### config.mk
export PLATFORM = sky130hd
export DESIGN_NAME = dram_ctrl
export DESIGN_NICKNAME = d
export VERILOG_FILES = /design/src/hdl/dram_addr_pkg.sv /design/src/hdl/dram_cmd_pkg.sv /design/src/hdl/dram_ctrl.sv /design/src/hdl/dram_ctrl_fsm.sv /design/src/hdl/dram_refresh_timer.sv /design/src/hdl/dram_serdes.sv /design/src/hdl/dram_fifo.sv
export VERILOG_INCLUDE_DIRS = /design/src /design/src/hdl
export SDC_FILE = /design/constraint.sdc
export NUM_CORES = 1
export LEC_CHECK = 0
export BUFFER_PORTS_ARGS = -buffer_cell sky130_fd_sc_hd__buf_2
export CAP_MARGIN = 25
export CORE_UTILIZATION = 40
export CTS_BUF_LIST = sky130_fd_sc_hd__clkbuf_8 sky130_fd_sc_hd__clkbuf_16
export CTS_CLUSTER_DIAMETER = 50
export DETAILED_ROUTE_END_ITERATION = 7
export HOLD_SLACK_MARGIN = 0.12
export PLACE_DENSITY = 0.64
export SYNTH_ARGS = -nofsm -noshare
export SYNTH_HDL_FRONTEND = slang
export SYNTH_SLANG_ARGS = --single-unit
export TNS_END_PERCENT = 20
### constraint.sdc
create_clock -name clk -period 5.02 [get_ports clk]
set_clock_uncertainty 0.2 [all_clocks]
set_input_delay 0.251 -clock clk [delete_from_list [all_inputs] [get_ports clk]]
set_output_delay 0.251 -clock clk [all_outputs]
set_load 0.05 [all_outputs]
### src/hdl/dram_cfg.svh
/*
 * Sizing and timing constants for the DRAM controller.
 * Included by the packages and by any module that needs a width or a depth.
 */
`ifndef DRAM_CFG_SVH
`define DRAM_CFG_SVH

`define DRAM_BANK_BITS        3
`define DRAM_ROW_BITS         7
`define DRAM_COL_BITS         3
// one byte per access, also the serial burst length
`define DRAM_DATA_WIDTH       8
`define DRAM_FIFO_DEPTH       8
`define DRAM_REFRESH_INTERVAL 200

`endif
### src/hdl/dram_addr_pkg.sv
/*
 * Address, L2 request and L2 response types.
 * Shared by the top level, the FSM, the serdes and the testbench.
 */
`include "dram_cfg.svh"

package dram_addr_pkg;

    typedef struct packed {
        logic [`DRAM_BANK_BITS-1:0] bank;
        logic [`DRAM_ROW_BITS-1:0]  row;
        logic [`DRAM_COL_BITS-1:0]  col;
    } dram_addr_t; // 13 bits

    typedef logic [`DRAM_DATA_WIDTH-1:0] l2_data_t;

    // same 22 bit width as the legacy L2 request word
    typedef struct packed {
        logic       wr;   // 1 = write, 0 = read
        dram_addr_t addr;
        l2_data_t   data; // write data, ignored on reads
    } l2_req_t;

endpackage

### src/hdl/dram_cmd_pkg.sv
/*
 * Command encoding and the command word presented to the DRAM device
 * together with cmd_req.
 */
`include "dram_cfg.svh"

package dram_cmd_pkg;

    typedef enum logic [2:0] {
        NOP       = 3'd0,
        ACTIVATE  = 3'd1,
        READ      = 3'd2,
        WRITE     = 3'd3,
        PRECHARGE = 3'd4,
        REFRESH   = 3'd5
    } dram_cmd_e;

    typedef struct packed {
        dram_cmd_e               cmd;
        dram_addr_pkg::dram_addr_t addr; // zero for REFRESH
    } dram_cmd_t; // 16 bits

endpackage

### src/hdl/dram_ctrl.sv
/*
 * DRAM controller top level. L2 requests queue in req_fifo, the FSM
 * runs one command sequence per request, read bytes return through rsp_fifo.
 */
`include "dram_cfg.svh"

module dram_ctrl (
    input  logic                    clk,
    input  logic                    reset,
    input  logic                    l2_req_wr,
    input  dram_addr_pkg::l2_req_t  l2_req,
    output logic                    l2_req_full,
    input  logic                    l2_rsp_rd,
    output dram_addr_pkg::l2_data_t l2_rsp_data,
    output logic                    l2_rsp_empty,
    output logic                    cmd_req,
    input  logic                    cmd_ack,
    output dram_cmd_pkg::dram_cmd_t dram_cmd,
    output logic                    dram_wdata,
    input  logic                    dram_rdata
);

    import dram_addr_pkg::*;

    l2_req_t  req_head; // oldest queued request
    l2_data_t wr_byte_q; // write byte of the popped request held until the WRITE ack
    l2_data_t rd_byte;
    logic     req_empty;
    logic     req_pop;
    logic     rsp_full;
    logic     rsp_push;
    logic     refresh_due;
    logic     refresh_clr;
    logic     ser_start;
    logic     des_start;
    logic     xfer_done;

    dram_fifo #(
        .payload_t (l2_req_t),
        .DEPTH     (`DRAM_FIFO_DEPTH)
    ) req_fifo (
        .clk     (clk),
        .reset   (reset),
        .wr      (l2_req_wr),
        .wr_data (l2_req),
        .rd      (req_pop),
        .rd_data (req_head),
        .empty   (req_empty),
        .full    (l2_req_full)
    );

    dram_fifo #(
        .payload_t (l2_data_t),
        .DEPTH     (`DRAM_FIFO_DEPTH)
    ) rsp_fifo (
        .clk     (clk),
        .reset   (reset),
        .wr      (rsp_push),
        .wr_data (rd_byte),
        .rd      (l2_rsp_rd),
        .rd_data (l2_rsp_data),
        .empty   (l2_rsp_empty),
        .full    (rsp_full)
    );

    always_ff @(posedge clk) begin
        if (req_pop)
            wr_byte_q <= req_head.data;
    end

    dram_serdes i_serdes (
        .clk        (clk),
        .reset      (reset),
        .ser_start  (ser_start),
        .des_start  (des_start),
        .wr_byte    (wr_byte_q),
        .dram_wdata (dram_wdata),
        .dram_rdata (dram_rdata),
        .rd_byte    (rd_byte),
        .xfer_done  (xfer_done)
    );

    dram_refresh_timer i_refresh_timer (
        .clk         (clk),
        .reset       (reset),
        .refresh_clr (refresh_clr),
        .refresh_due (refresh_due)
    );

    dram_ctrl_fsm i_fsm (
        .clk         (clk),
        .reset       (reset),
        .req_empty   (req_empty),
        .req_pop     (req_pop),
        .req         (req_head),
        .rsp_full    (rsp_full),
        .rsp_push    (rsp_push),
        .refresh_due (refresh_due),
        .refresh_clr (refresh_clr),
        .ser_start   (ser_start),
        .des_start   (des_start),
        .xfer_done   (xfer_done),
        .cmd_req     (cmd_req),
        .cmd_ack     (cmd_ack),
        .dram_cmd    (dram_cmd)
    );

endmodule

### src/hdl/dram_ctrl_fsm.sv
/*
 * Command sequencer. Per request it issues ACTIVATE, READ or WRITE,
 * waits for the serial transfer, then PRECHARGE. Pending refresh is
 * served from idle, before the next request is taken.
 */
module dram_ctrl_fsm (
    input  logic                     clk,
    input  logic                     reset,
    input  logic                     req_empty,
    output logic                     req_pop,
    input  dram_addr_pkg::l2_req_t   req,
    input  logic                     rsp_full,
    output logic                     rsp_push,
    input  logic                     refresh_due,
    output logic                     refresh_clr,
    output logic                     ser_start,
    output logic                     des_start,
    input  logic                     xfer_done,
    output logic                     cmd_req,
    input  logic                     cmd_ack,
    output dram_cmd_pkg::dram_cmd_t  dram_cmd
);

    import dram_addr_pkg::*;
    import dram_cmd_pkg::*;

    typedef enum logic [2:0] {
        S_IDLE,
        S_REFRESH,
        S_ACT,
        S_RW,
        S_XFER,
        S_PRE
    } state_e;

    state_e  state_q;
    state_e  state_d;
    l2_req_t req_q;   // request being served
    logic    ack_hit;
    logic    cmd_state;

    assign ack_hit   = cmd_req && cmd_ack;
    assign cmd_state = (state_q == S_REFRESH) || (state_q == S_ACT) ||
                       (state_q == S_RW) || (state_q == S_PRE);

    always_comb begin
        state_d     = state_q;
        req_pop     = 1'b0;
        refresh_clr = 1'b0;
        ser_start   = 1'b0;
        des_start   = 1'b0;
        rsp_push    = 1'b0;
        case (state_q)
            S_IDLE: begin
                if (refresh_due) begin // refresh goes first
                    refresh_clr = 1'b1;
                    state_d     = S_REFRESH;
                end else if (!req_empty && !rsp_full) begin
                    req_pop = 1'b1;
                    state_d = S_ACT;
                end
            end
            S_REFRESH: if (ack_hit) state_d = S_IDLE;
            S_ACT:     if (ack_hit) state_d = S_RW;
            S_RW: begin
                if (ack_hit) begin
                    ser_start = req_q.wr;
                    des_start = !req_q.wr;
                    state_d   = S_XFER;
                end
            end
            S_XFER: begin
                if (xfer_done) begin
                    rsp_push = !req_q.wr;
                    state_d  = S_PRE;
                end
            end
            S_PRE:     if (ack_hit) state_d = S_IDLE;
            default:   state_d = S_IDLE;
        endcase
    end

    always_ff @(posedge clk) begin
        if (reset) begin
            state_q <= S_IDLE;
            cmd_req <= 1'b0;
        end else begin
            state_q <= state_d;
            // raise one cycle into a command state, drop after the ack
            cmd_req <= cmd_state && !ack_hit;
        end
    end

    always_ff @(posedge clk) begin
        if (req_pop)
            req_q <= req;
    end

    always_comb begin
        dram_cmd.addr = req_q.addr;
        case (state_q)
            S_ACT:     dram_cmd.cmd = ACTIVATE;
            S_RW:      dram_cmd.cmd = req_q.wr ? WRITE : READ;
            S_PRE:     dram_cmd.cmd = PRECHARGE;
            S_REFRESH: dram_cmd.cmd = REFRESH;
            default:   dram_cmd.cmd = NOP;
        endcase
        if (dram_cmd.cmd == NOP || dram_cmd.cmd == REFRESH)
            dram_cmd.addr = '0;
    end

endmodule

### src/hdl/dram_refresh_timer.sv
/*
 * Free-running refresh interval counter. refresh_due stays set
 * until the FSM clears it with refresh_clr.
 */
`include "dram_cfg.svh"

module dram_refresh_timer (
    input  logic clk,
    input  logic reset,
    input  logic refresh_clr,
    output logic refresh_due
);

    localparam integer CNT_W = $clog2(`DRAM_REFRESH_INTERVAL);

    logic [CNT_W-1:0] cnt_q;

    always_ff @(posedge clk) begin
        if (reset) begin
            cnt_q       <= '0;
            refresh_due <= 1'b0;
        end else if (cnt_q == CNT_W'(`DRAM_REFRESH_INTERVAL - 1)) begin
            cnt_q       <= '0;
            refresh_due <= 1'b1; // a new interval wins over a clear
        end else begin
            cnt_q <= cnt_q + 1'b1;
            if (refresh_clr)
                refresh_due <= 1'b0;
        end
    end

endmodule

### src/hdl/dram_serdes.sv
/*
 * Bit-serial data path to the DRAM device, MSB first.
 * ser_start loads a write byte and shifts it out, des_start collects
 * a read byte from dram_rdata. xfer_done pulses the cycle after the last bit.
 */
`include "dram_cfg.svh"

module dram_serdes (
    input  logic                   clk,
    input  logic                   reset,
    input  logic                   ser_start,
    input  logic                   des_start,
    input  dram_addr_pkg::l2_data_t wr_byte,
    output logic                   dram_wdata,
    input  logic                   dram_rdata,
    output dram_addr_pkg::l2_data_t rd_byte,
    output logic                   xfer_done
);

    import dram_addr_pkg::*;

    localparam integer W     = `DRAM_DATA_WIDTH;
    localparam integer CNT_W = $clog2(W);

    l2_data_t         shift_q;
    logic [CNT_W-1:0] cnt_q;
    logic             busy_q;
    logic             wr_mode_q; // 1 while serializing
    logic             done_q;

    always_ff @(posedge clk) begin
        if (reset) begin
            busy_q    <= 1'b0;
            wr_mode_q <= 1'b0;
            cnt_q     <= '0;
            done_q    <= 1'b0;
        end else begin
            done_q <= 1'b0;
            if (ser_start || des_start) begin
                busy_q    <= 1'b1;
                wr_mode_q <= ser_start;
                cnt_q     <= '0;
            end else if (busy_q) begin
                cnt_q <= cnt_q + 1'b1;
                if (cnt_q == CNT_W'(W - 1)) begin // eighth bit moved
                    busy_q <= 1'b0;
                    done_q <= 1'b1;
                end
            end
        end
    end

    always_ff @(posedge clk) begin
        if (ser_start)
            shift_q <= wr_byte;
        else if (busy_q)
            shift_q <= {shift_q[W-2:0], wr_mode_q ? 1'b0 : dram_rdata};
    end

    assign dram_wdata = busy_q && wr_mode_q && shift_q[W-1];
    assign rd_byte    = shift_q;
    assign xfer_done  = done_q;

endmodule

### src/hdl/dram_fifo.sv
/*
 * Synchronous show-ahead FIFO. rd_data always shows the oldest entry,
 * rd pops it. Writes while full and reads while empty are ignored.
 */
module dram_fifo #(
    parameter type    payload_t = logic [7:0],
    parameter integer DEPTH     = 8
) (
    input  logic     clk,
    input  logic     reset,
    input  logic     wr,
    input  payload_t wr_data,
    input  logic     rd,
    output payload_t rd_data,
    output logic     empty,
    output logic     full
);

    localparam integer PTR_W = (DEPTH > 1) ? $clog2(DEPTH) : 1;
    localparam integer CNT_W = $clog2(DEPTH + 1);

    payload_t         mem [DEPTH];
    logic [PTR_W-1:0] wr_ptr;
    logic [PTR_W-1:0] rd_ptr;
    logic [CNT_W-1:0] count;
    logic             do_wr;
    logic             do_rd;

    assign do_wr = wr && !full;
    assign do_rd = rd && !empty;

    always_ff @(posedge clk) begin
        if (reset) begin
            wr_ptr <= '0;
            rd_ptr <= '0;
            count  <= '0;
        end else begin
            if (do_wr)
                wr_ptr <= (wr_ptr == PTR_W'(DEPTH - 1)) ? '0 : wr_ptr + 1'b1;
            if (do_rd)
                rd_ptr <= (rd_ptr == PTR_W'(DEPTH - 1)) ? '0 : rd_ptr + 1'b1;
            if (do_wr != do_rd)
                count <= do_wr ? count + 1'b1 : count - 1'b1;
        end
    end

    always_ff @(posedge clk) begin
        if (do_wr)
            mem[wr_ptr] <= wr_data;
    end

    assign rd_data = mem[rd_ptr];
    assign empty   = (count == '0);
    assign full    = (count == CNT_W'(DEPTH));

endmodule

### Yosys cells after proc, flatten, opt, wreduce, memory -nomap -nowiden

Memory sizes are Yosys's and may differ from the RTL's. A register that Yosys moved wholly into a read port is not among the register bits.
Cells that the tools add are included.

* bits in registers: 47
* latch bits: 0
* memory bits (writable): 240
* ROM bits: 0
* input bits: 28
* output and inout bits: 28
* word-level logic and storage cells: 122
* memories: 2

* add/subtract/negate cells: 10
* $mul: 0
* divide/modulo/power cells: 0
* order comparisons: 0
* equality and inequality tests: 21
* shift-type cells: 0
* multiplexer cells: 42
* bitwise gates (word level): 1
* reductions and logical operators: 31

Memories
* req_fifo.mem: words 8, width 22, read ports 1, clocked after memory_dff 1, wr ports 1, RTL line dram_fifo.sv:22 `payload_t mem [DEPTH];`
* rsp_fifo.mem: words 8, width 8, read ports 1, clocked after memory_dff 1, wr ports 1, RTL line dram_fifo.sv:22

Operator list (number)
* 3-bit two-way mux: 12
* 3-bit == test, second input constant: 8
* 1-bit two-way mux: 23
* 8-bit two-way mux: 2
* 3-bit by 1-bit adder with 3-bit output, second input constant: 5
* 3-bit one-hot mux with 5 select lines: 1
* 13-bit two-way mux: 1
* 3-bit one-hot mux with 4 select lines: 1
* 1-bit logical AND: 9
* 4-bit by 1-bit adder with 4-bit output, second input constant: 2
* 8-bit by 1-bit adder with 8-bit output, second input constant: 1
* 4-bit == test, second input constant: 2
* 8-bit == test, second input constant: 1
* 4-bit logical NOT: 2
* 4-bit two-way mux: 2
* 4-bit by 1-bit subtractor with 4-bit output, second input constant: 2
* 3-bit by 2-bit == test with 1-bit output, second input constant: 2
* 1-bit logical NOT: 6
* 3-bit logical NOT: 2
* 2-bit by 1-bit != test with 1-bit output, second input constant: 3
* 2-bit OR reduction: 3
* 1-bit logical OR: 5
* 5-bit AND reduction: 1
* 2-bit nonzero test: 2
* 6 further kinds: 7

### Longest topological paths before layout

Gate-level depths: netlist (run 1).

* word-level depth: 8
* depth in mapped cells: 8

### Cells and area by module

From an unflattened synthesis (run 1), not the netlist that was laid out.

* cells, all modules: 670
* area total of the unflattened synthesis: 12553.3 µm²

Modules (own cells, without submodules)
* dram_fifo at req_fifo: instances 1, cells an instance 337, area each 7369.6 µm²
* dram_fifo at rsp_fifo: instances 1, cells an instance 176, area each 3169.3 µm²
* dram_ctrl_fsm: instances 1, cells an instance 64, area each 789.5 µm²
* dram_serdes: instances 1, cells an instance 44, area each 590.6 µm²
* dram_refresh_timer: instances 1, cells an instance 41, area each 394.1 µm²
* dram_ctrl: instances 1, cells an instance 8, area each 240.2 µm²

### Worst setup path before layout (run 1)

OpenSTA, ideal clock, no wires.

* path kind: reg-to-reg
* from: register req_fifo.count[0]
* to: memory req_fifo.mem[0][0] (netlist bit), enable pin
* setup time: 0.457 ns
* arrival time: 3.040 ns
* data required time: 4.363 ns
* slack: 1.323 ns
* cell stages (with the launch flop): 5
* buffers on the path: 1
* period minus slack after synthesis: 3.697 ns
* path through: dfxtp_1 > or4b_1 > clkbuf_1 > nand2_2 > nor4_1

* longest elaborated chain between the ends: 5

RTL lines
* from (decl): RTL line dram_fifo.sv:25 `logic [CNT_W-1:0] count;`
* from (signal assigned): RTL line dram_fifo.sv:43 `count <= do_wr ? count + 1'b1 : count - 1'b1;`
* 4-bit == test: RTL line dram_fifo.sv:54 `assign full = (count == CNT_W'(DEPTH));`
* 1-bit logical NOT: RTL line dram_fifo.sv:29 `assign do_wr = wr && !full;`
* 1-bit logical AND: RTL line dram_fifo.sv:29
* 1-bit two-way mux: RTL line dram_fifo.sv:48 `if (do_wr)`
* 1-bit two-way mux (implied by the code): RTL line dram_fifo.sv:49 `mem[wr_ptr] <= wr_data;`
* to (decl): RTL line dram_fifo.sv:22

No other way between the ends.

### Worst setup path after layout (run 1)

* from: register i_fsm.state_q[2]
* to: register rsp_fifo.count[3]

* longest elaborated chain between the ends: 4
* elaborated cells on any way between the ends: 5

RTL lines
* from (decl): RTL line dram_ctrl_fsm.sv:36 `state_e state_q;`
* from (signal assigned): RTL line dram_ctrl_fsm.sv:88 `state_q <= state_d;`
* 3-bit == test *: RTL line dram_ctrl_fsm.sv:53 `case (state_q)`
* 1-bit two-way mux *: RTL line dram_ctrl_fsm.sv:53
* 1-bit logical AND *: RTL line dram_fifo.sv:29
* 4-bit two-way mux or 1-bit != test (tied branches): RTL line dram_fifo.sv:43, dram_fifo.sv:42
* to (signal assigned): RTL line dram_fifo.sv:43
* to (decl): RTL line dram_fifo.sv:25

Mark *: on every way between the ends. The rest lies on a longest branch, timed or not.
A chain may end at the register's enable or synchronous reset.

==> results.sh, run 1 <==
export IMPL_ioPinCount=56
export IMPL_slowest_stage="ha_1"
export IMPL_cts_sinks=312
export IMPL_ff2ff_path_depth=7
export IMPL_die_area_um2=31500
export IMPL_status="completed"
export IMPL_worst_pin_slew_ns=0.920
export IMPL_syn2layout_area_growth_pct=18.7
export IMPL_grt_overflow=0
export IMPL_required_ns=5.19
export IMPL_synth_top_family_by_area="multiplexers"
export IMPL_synth_mux_area_share_pct=15.6
export IMPL_r2r_start="i_fsm.state_q[2]$_SDFFE_PP0P_"
export IMPL_synthTopCellsByCount="edfxtp_1, mux4_2, dfxtp_1"
export IMPL_nets=809
export IMPL_max_slew_margin_rel_pct=38.7
export IMPL_cpMostUsedCell="nand3_1"
export IMPL_max_freq_mhz=321
export IMPL_vdd_drop_max_uv=310
export IMPL_yosysTopAreaCell="edfxtp_1"
export IMPL_drc=0
export IMPL_post_cts_buffers=0
export IMPL_fp_dieH_um=177
export IMPL_cp_start_kind="flip-flop"
export IMPL_synthFlopType="edfxtp_1"
export IMPL_grt_pass1_vias=6590
export IMPL_start_util_pct=41.1
export IMPL_setup_tns_ns=0
export IMPL_root_buffer="clkbuf_16"
export IMPL_hold_violations=0
export IMPL_viasPerCell=5.26
export IMPL_wl_um=23300
export IMPL_ant_nets=0
export IMPL_grt_max_degree=48
export IMPL_min_period_over_period_pct=62.1
export IMPL_path_class="reg -> reg"
export IMPL_place_gp_congestion=0.746
export IMPL_critPathMaxFanout=13
export IMPL_port_buffers=55
export IMPL_dr_total_vias=6220
export IMPL_crit_chain="nor4b_2, nand3_1, ha_1, nand3_1, and3_1, mux2i_1, mux2_1"
export IMPL_min_path_cells=1
export IMPL_arrival_ns=3.29
export IMPL_synth_xor_area_share_pct=0.773
export IMPL_antenna_found_initial=1
export IMPL_yosysUniqueCellTypes=49
export IMPL_synth_top_area_share_pct=65.9
export IMPL_max_stage_delay_ns=0.55
export IMPL_fin_crit_ns=3.12
export IMPL_track_usage_pct=15.4
export IMPL_dieWidth_um=177
export IMPL_hold_class="reg -> reg"
export IMPL_cts_reportedPaths_clkPinSlew_ns=0.05
export IMPL_h_tree_depth=2
export IMPL_maxCapViolCount=0
export IMPL_async_flop_share_pct=0
export IMPL_syn_area_um2=12300
export IMPL_final_core_util_pct=48.8
export IMPL_placed_area_um2=13100
export IMPL_slew_viol_final=0
export IMPL_design_core_area_um2=30000
export IMPL_fp_row_count=63
export IMPL_synth_nets=698
export IMPL_synthCells=653
export IMPL_synth_compound_area_share_pct=1.65
export IMPL_rrSetupSlack_ns=1.90
export IMPL_rsz0062_at_grt="no"
export IMPL_avgRoutedWirePerCell_um=19.7
export IMPL_grt_pass1_wl_um=36400
export IMPL_drt_pass1_iter_count=4
export IMPL_setup_viol=0
export IMPL_tritoncts="done"
export IMPL_yosysSeqAreaShare_pct=72.7
export IMPL_yosysWarnings=0
export IMPL_worstHoldEndpoint="i_refresh_timer.cnt_q[0]$_SDFF_PP0_"
export IMPL_worstHoldStart="i_refresh_timer.cnt_q[0]$_SDFF_PP0_"
export IMPL_synth_edff_count=270
export IMPL_synth_fa_ha_area_share_pct=1.85
export IMPL_layout_drive_gt1_share_pct=30.9
export IMPL_insertion_delay_ns=0.51
export IMPL_reg2reg_to="rsp_fifo.count[3]$_SDFFE_PP0P_"
export IMPL_design_area_um2=14600
export IMPL_cts_inserted_buffers=37
export IMPL_drt_iter0_drc=467
export IMPL_synthSimpleGateAreaFrac_pct=6.32
export IMPL_dpl_hpwl_um=13500
export IMPL_synth_most_common_cell="edfxtp_1"
export IMPL_ys_seq_elements=312
export IMPL_avgSynthCellArea_um2=18.8
export IMPL_clockBufferDepth=3
export IMPL_p_per_area_nw_per_um2=509
export IMPL_ys_top_cells_by_area="edfxtp_1, mux4_2, dfxtp_1"
export IMPL_worst_setup_path_end_kind="flip-flop"
export IMPL_p_leak_nw=4.90
[cells in the final DEF, fill, tap and decap left out, types with 3 or more instances in the layout]
| master | instances |
|---|---|
| a21oi_1 | 19 |
| nor2_1 | 27 |
| dlygate4sd3_1 | 28 |
| edfxtp_1 | 270 |
| mux4_2 | 60 |
| clkinv_2 | 7 |
| nor2b_1 | 20 |
| clkinv_1 | 6 |
| and3_1 | 4 |
| buf_2 | 56 |
| ha_1 | 15 |
| mux2_2 | 39 |
| nor2_4 | 3 |
| nor3_2 | 4 |
| inv_1 | 11 |
| xnor2_1 | 4 |
| nor3_1 | 9 |
| dfxtp_1 | 40 |
| clkbuf_16 | 38 |
| mux2i_1 | 9 |
| nor3b_1 | 3 |
| nand2_1 | 17 |
| buf_4 | 15 |
| nor4_1 | 4 |
| nand4_1 | 6 |
| nand3_1 | 13 |
| or3_1 | 3 |
| xor2_1 | 5 |
| nand2b_1 | 7 |
| or4b_1 | 3 |
| mux2_1 | 4 |
[what timing repair did]
item                                   in CTS  in global routing
resized for setup                           0                  0
hold buffers                               28                  0
endpoints found under the hold margin     203                  0
[worst max-delay path: cells and delay by family, from the launching register on]
family	cells	cell delay, ns
AND/OR/NAND/NOR	4	1.24
flip-flops	1	0.51
multiplexers	2	0.50
adder cells (fa/ha/maj)	1	0.55
[worst max path at each step]
stage	from	end	slack, ns	cells after the start
after floorplan	req_fifo.count[0]$_SDFFE_PP0P_	req_fifo.mem[0][0]$_DFFE_PP_	1.32	4
after global placement	i_fsm.state_q[2]$_SDFFE_PP0P_	rsp_fifo.mem[6][5]$_DFFE_PP_	2.08	3
after detailed placement	i_fsm.state_q[2]$_SDFFE_PP0P_	rsp_fifo.count[3]$_SDFFE_PP0P_	1.95	7
after CTS	i_fsm.state_q[2]$_SDFFE_PP0P_	rsp_fifo.count[3]$_SDFFE_PP0P_	1.94	7
after global routing	i_fsm.state_q[0]$_SDFFE_PP0P_	rsp_fifo.count[3]$_SDFFE_PP0P_	1.71	7
final	i_fsm.state_q[2]$_SDFFE_PP0P_	rsp_fifo.count[3]$_SDFFE_PP0P_	1.90	7
[state kept, by name (all words and copies together) (netlist names), 3 cells and up, named ones only]
name                   cells
i_fsm.req_q               14
i_serdes.cnt_q             3
i_fsm.state_q              3
i_serdes.rd_byte           8
req_fifo.rd_ptr            3
req_fifo.wr_ptr            3
rsp_fifo.mem              64
req_fifo.count             4
i_refresh_timer.cnt_q      8
rsp_fifo.rd_ptr            3
wr_byte_q                  8
rsp_fifo.wr_ptr            3
req_fifo.mem             176
rsp_fifo.count             4
[final cells by class]
| type | instances | area (um2) |
|---|---|---|
| diodes | 1 | 2.50 |
| clock buffers | 39 | 965 |
| clock inverters | 28 | 214 |
| fillers | 2490 | 15300 |
| inverters | 4 | 15.0 |
| multi-input cells | 309 | 3280 |
| flip-flops and latches | 312 | 8950 |
| well taps | 390 | 488 |
| repair buffers | 100 | 688 |
[routing by layer]
metal,vias up,wire (um),global-route usage [%]
li1,2844,-,-
met1,3179,9840,18.9
met2,149,11800,26.8
met3,48,1080,3.11
met4,0,563,5.45
met5,-,0,0
[power breakdown]
part           switching [mW]  total, mW  internal, mW
clock                    1.01       2.52          1.50
combinational           0.958       1.66         0.701
sequential              0.158       3.26          3.10
total                    2.13       7.43          5.30
[per-stage QoR]
| stage | hold WS [ns] | worst slack (ns) | cells | total power [mW] |
|---|---|---|---|---|
| after floorplan | 0.146 | 1.32 | 653 | 4.55 |
| after global placement | 0.224 | 2.08 | 1085 | 4.89 |
| after detailed placement | 0.233 | 1.95 | 1087 | 4.97 |
| after CTS | 0.240 | 1.94 | 1182 | 7.52 |
| after global routing | 0.262 | 1.71 | 1183 | 7.76 |
| final | 0.239 | 1.90 | 1183 | 7.43 |
[kinds of logic (layout without fill, tap and decap cells)]
family | count (synthesis) | count (layout)
and+or+nand+nor | 138 | 138
buffers and inverters | 32 | 171
xor gates and xnor gates | 10 | 10
muxes | 112 | 112
adders and majority gates | 17 | 17
AOI/OAI and AO/OA | 32 | 32
DFF | 312 | 312
other | 0 | 1
Power figures use the tool's default switching activity.
==> run 2: changes to the inputs <==
==> constraint.sdc (replaced) <==
create_clock -name clk -period 3.2 [get_ports clk]
set_clock_uncertainty 0.2 [all_clocks]
set_input_delay 0.16 -clock clk [delete_from_list [all_inputs] [get_ports clk]]
set_output_delay 0.16 -clock clk [all_outputs]
set_load 0.05 [all_outputs]
==> results.sh, run 2 (same netlist as run 1, synthesis figures left out) <==
export IMPL_status="completed"
export IMPL_grt_max_degree=48
export IMPL_setup_viol=0
export IMPL_required_ns=3.38
export IMPL_busiest_layer="met2"
export IMPL_rsz0062_at_grt="no"
export IMPL_viasPerCell=5.26
export IMPL_hold_class="reg -> reg"
export IMPL_insertion_delay_ns=0.52
export IMPL_avgRoutedWirePerCell_um=19.4
export IMPL_antenna_found_initial=0
export IMPL_nets=814
export IMPL_fin_crit_ns=2.80
export IMPL_cts_reportedPaths_clkPinSlew_ns=0.05
export IMPL_die_area_um2=31500
export IMPL_clockBufferDepth=3
export IMPL_combinationalPowerShare_pct=22.5
export IMPL_grt_met1_usage_pct=19.0
export IMPL_tritoncts="done"
export IMPL_ctsResizeCount=0
export IMPL_layout_common_cells="edfxtp_1, mux4_2, buf_2, mux2_2, dfxtp_1"
export IMPL_final_common_cell="edfxtp_1"
export IMPL_p_int_mw=8.28
export IMPL_cp_start_kind="flip-flop"
export IMPL_layout_drive_gt1_share_pct=31.3
export IMPL_arrival_ns=2.98
export IMPL_num_antenna_cells=0
export IMPL_final_core_util_pct=48.9
export IMPL_regMostFlops="req_fifo.mem"
export IMPL_largest_reg_flops=176
export IMPL_met3_usage_pct=2.74
export IMPL_syn2layout_area_growth_pct=18.9
export IMPL_setup_slack_ns=0.400
export IMPL_p_per_area_nw_per_um2=793
export IMPL_dpl_hpwl_um=13800
export IMPL_grt_pass1_vias=6645
export IMPL_root_buffer="clkbuf_16"
export IMPL_place_inst=1092
export IMPL_drt_iter0_drc=404
export IMPL_cts_sinks=312
export IMPL_slew_viol_final=0
export IMPL_fp_dieH_um=177
export IMPL_pwr_share_clk_pct=33.1
export IMPL_min_period_over_period_pct=87.5
export IMPL_place_gp_congestion=0.769
export IMPL_sw_frac_of_total_pct=28.7
export IMPL_track_usage_pct=15.4
export IMPL_reg_top3="req_fifo.mem x176, rsp_fifo.mem x64, i_fsm.req_q x14"
export IMPL_maxCapViolCount=0
export IMPL_hold_slack_ns=0.246
export IMPL_rrSetupSlack_ns=0.40
export IMPL_worst_setup_path_end_kind="flip-flop"
export IMPL_setup_tns_ns=0
export IMPL_instances_no_fill=1185
export IMPL_dr_total_vias=6232
export IMPL_nFillCells=2449
export IMPL_sequentialPowerShare_pct=44.3
export IMPL_drt_pass1_iter_count=4
export IMPL_grt_use_met2_pct=27.7
export IMPL_vdd_drop_max_uv=500
export IMPL_fp_row_count=63
export IMPL_worst_pin_slew_ns=0.819
export IMPL_h_tree_depth=2
export IMPL_port_buffers=55
export IMPL_critPathMaxFanout=12
export IMPL_max_freq_mhz=357
export IMPL_ant_nets=0
export IMPL_ioPinCount=56
export IMPL_grt_pass1_wl_um=36500
export IMPL_dieWidth_um=177
export IMPL_design_core_area_um2=30000
export IMPL_p_leak_nw=4.91
export IMPL_drc=0
export IMPL_place_ws_ns=0.406
export IMPL_path_class="reg -> reg"
export IMPL_cts_inserted_buffers=37
export IMPL_switching_power_mw=3.33
export IMPL_grt_overflow=0
export IMPL_wl_um=23000
export IMPL_max_slew_margin_rel_pct=45.4
export IMPL_start_util_pct=41.1
export IMPL_hold_violations=0
## run 2: cell count changes in the layout (fill, tap and decap cells not counted), moves of 2 or more
cell / before / now
inv_8: 2 / 0
buf_4: 15 / 20
inv_6: 0 / 3
clkinv_2: 7 / 4
buf_12: 0 / 2
## run 2: layer usage
metal | wire length, um | vias up
met3 | 1120 | 35
met5 | 0 | -
met2 | 11900 | 147
met4 | 406 | 0
li1 | - | 2856
met1 | 9580 | 3194
## run 2: what timing repair did
action / CTS / global route
setup buffers: 0 / 0
hold endpoints to repair: 212 / 0
hold buffers: 28 / 0
## run 2: power by group through the flow
| stage | logic [mW] | registers, mW | clock network [mW] |
|---|---|---|---|
| 6_report | 2.62 | 5.15 | 3.85 |
| 4_1_cts | 2.67 | 5.15 | 3.94 |
| 3_3_place_gp | 2.55 | 5.19 | 0 |
| 3_5_place_dp | 2.63 | 5.23 | 0 |
| 5_1_grt | 2.83 | 5.19 | 4.08 |
| 2_1_floorplan | 2.05 | 5.09 | 0 |
## run 2: worst paths after layout
check                                                    startpoint  depth (start not counted)                             endpoint
worst max-delay path                 req_fifo.count[0]$_SDFFE_PP0P_                          7       req_fifo.count[3]$_SDFFE_PP0P_
worst min-delay path            i_refresh_timer.cnt_q[0]$_SDFF_PP0_                          1  i_refresh_timer.cnt_q[0]$_SDFF_PP0_
worst min register to register  i_refresh_timer.cnt_q[0]$_SDFF_PP0_                          1  i_refresh_timer.cnt_q[0]$_SDFF_PP0_
worst max register to register       req_fifo.count[0]$_SDFFE_PP0P_                          7       req_fifo.count[3]$_SDFFE_PP0P_
## run 2: area by class of cell
class / count / area [um2] / share of cell area, %
sequential: 312 / 8950 / 61.2
multi-input combinational: 309 / 3290 / 22.5
clock buffer: 40 / 978 / 6.69
timing repair buffer: 105 / 746 / 5.10
tap: 390 / 488 / 3.33
clock inverter: 25 / 169 / 1.15
inverter: 4 / 15.0 / 0.103
## run 2: worst max-delay path, cell delays in order (launching register included)
cell and delay, ns:
dfxtp_1 0.36, or4b_1 0.65, nand2_2 0.34, ha_1 0.33, a21oi_1 0.21, a211oi_1 0.11
mux2i_1 0.15, mux2_1 0.33
## run 2: stage by stage
stage,area [um2],total power [mW]
after global routing,14600,12.1
after CTS,14600,11.8
final,14600,11.6
after floorplan,12300,7.14
after detailed placement,13200,7.86
after global placement,13200,7.75
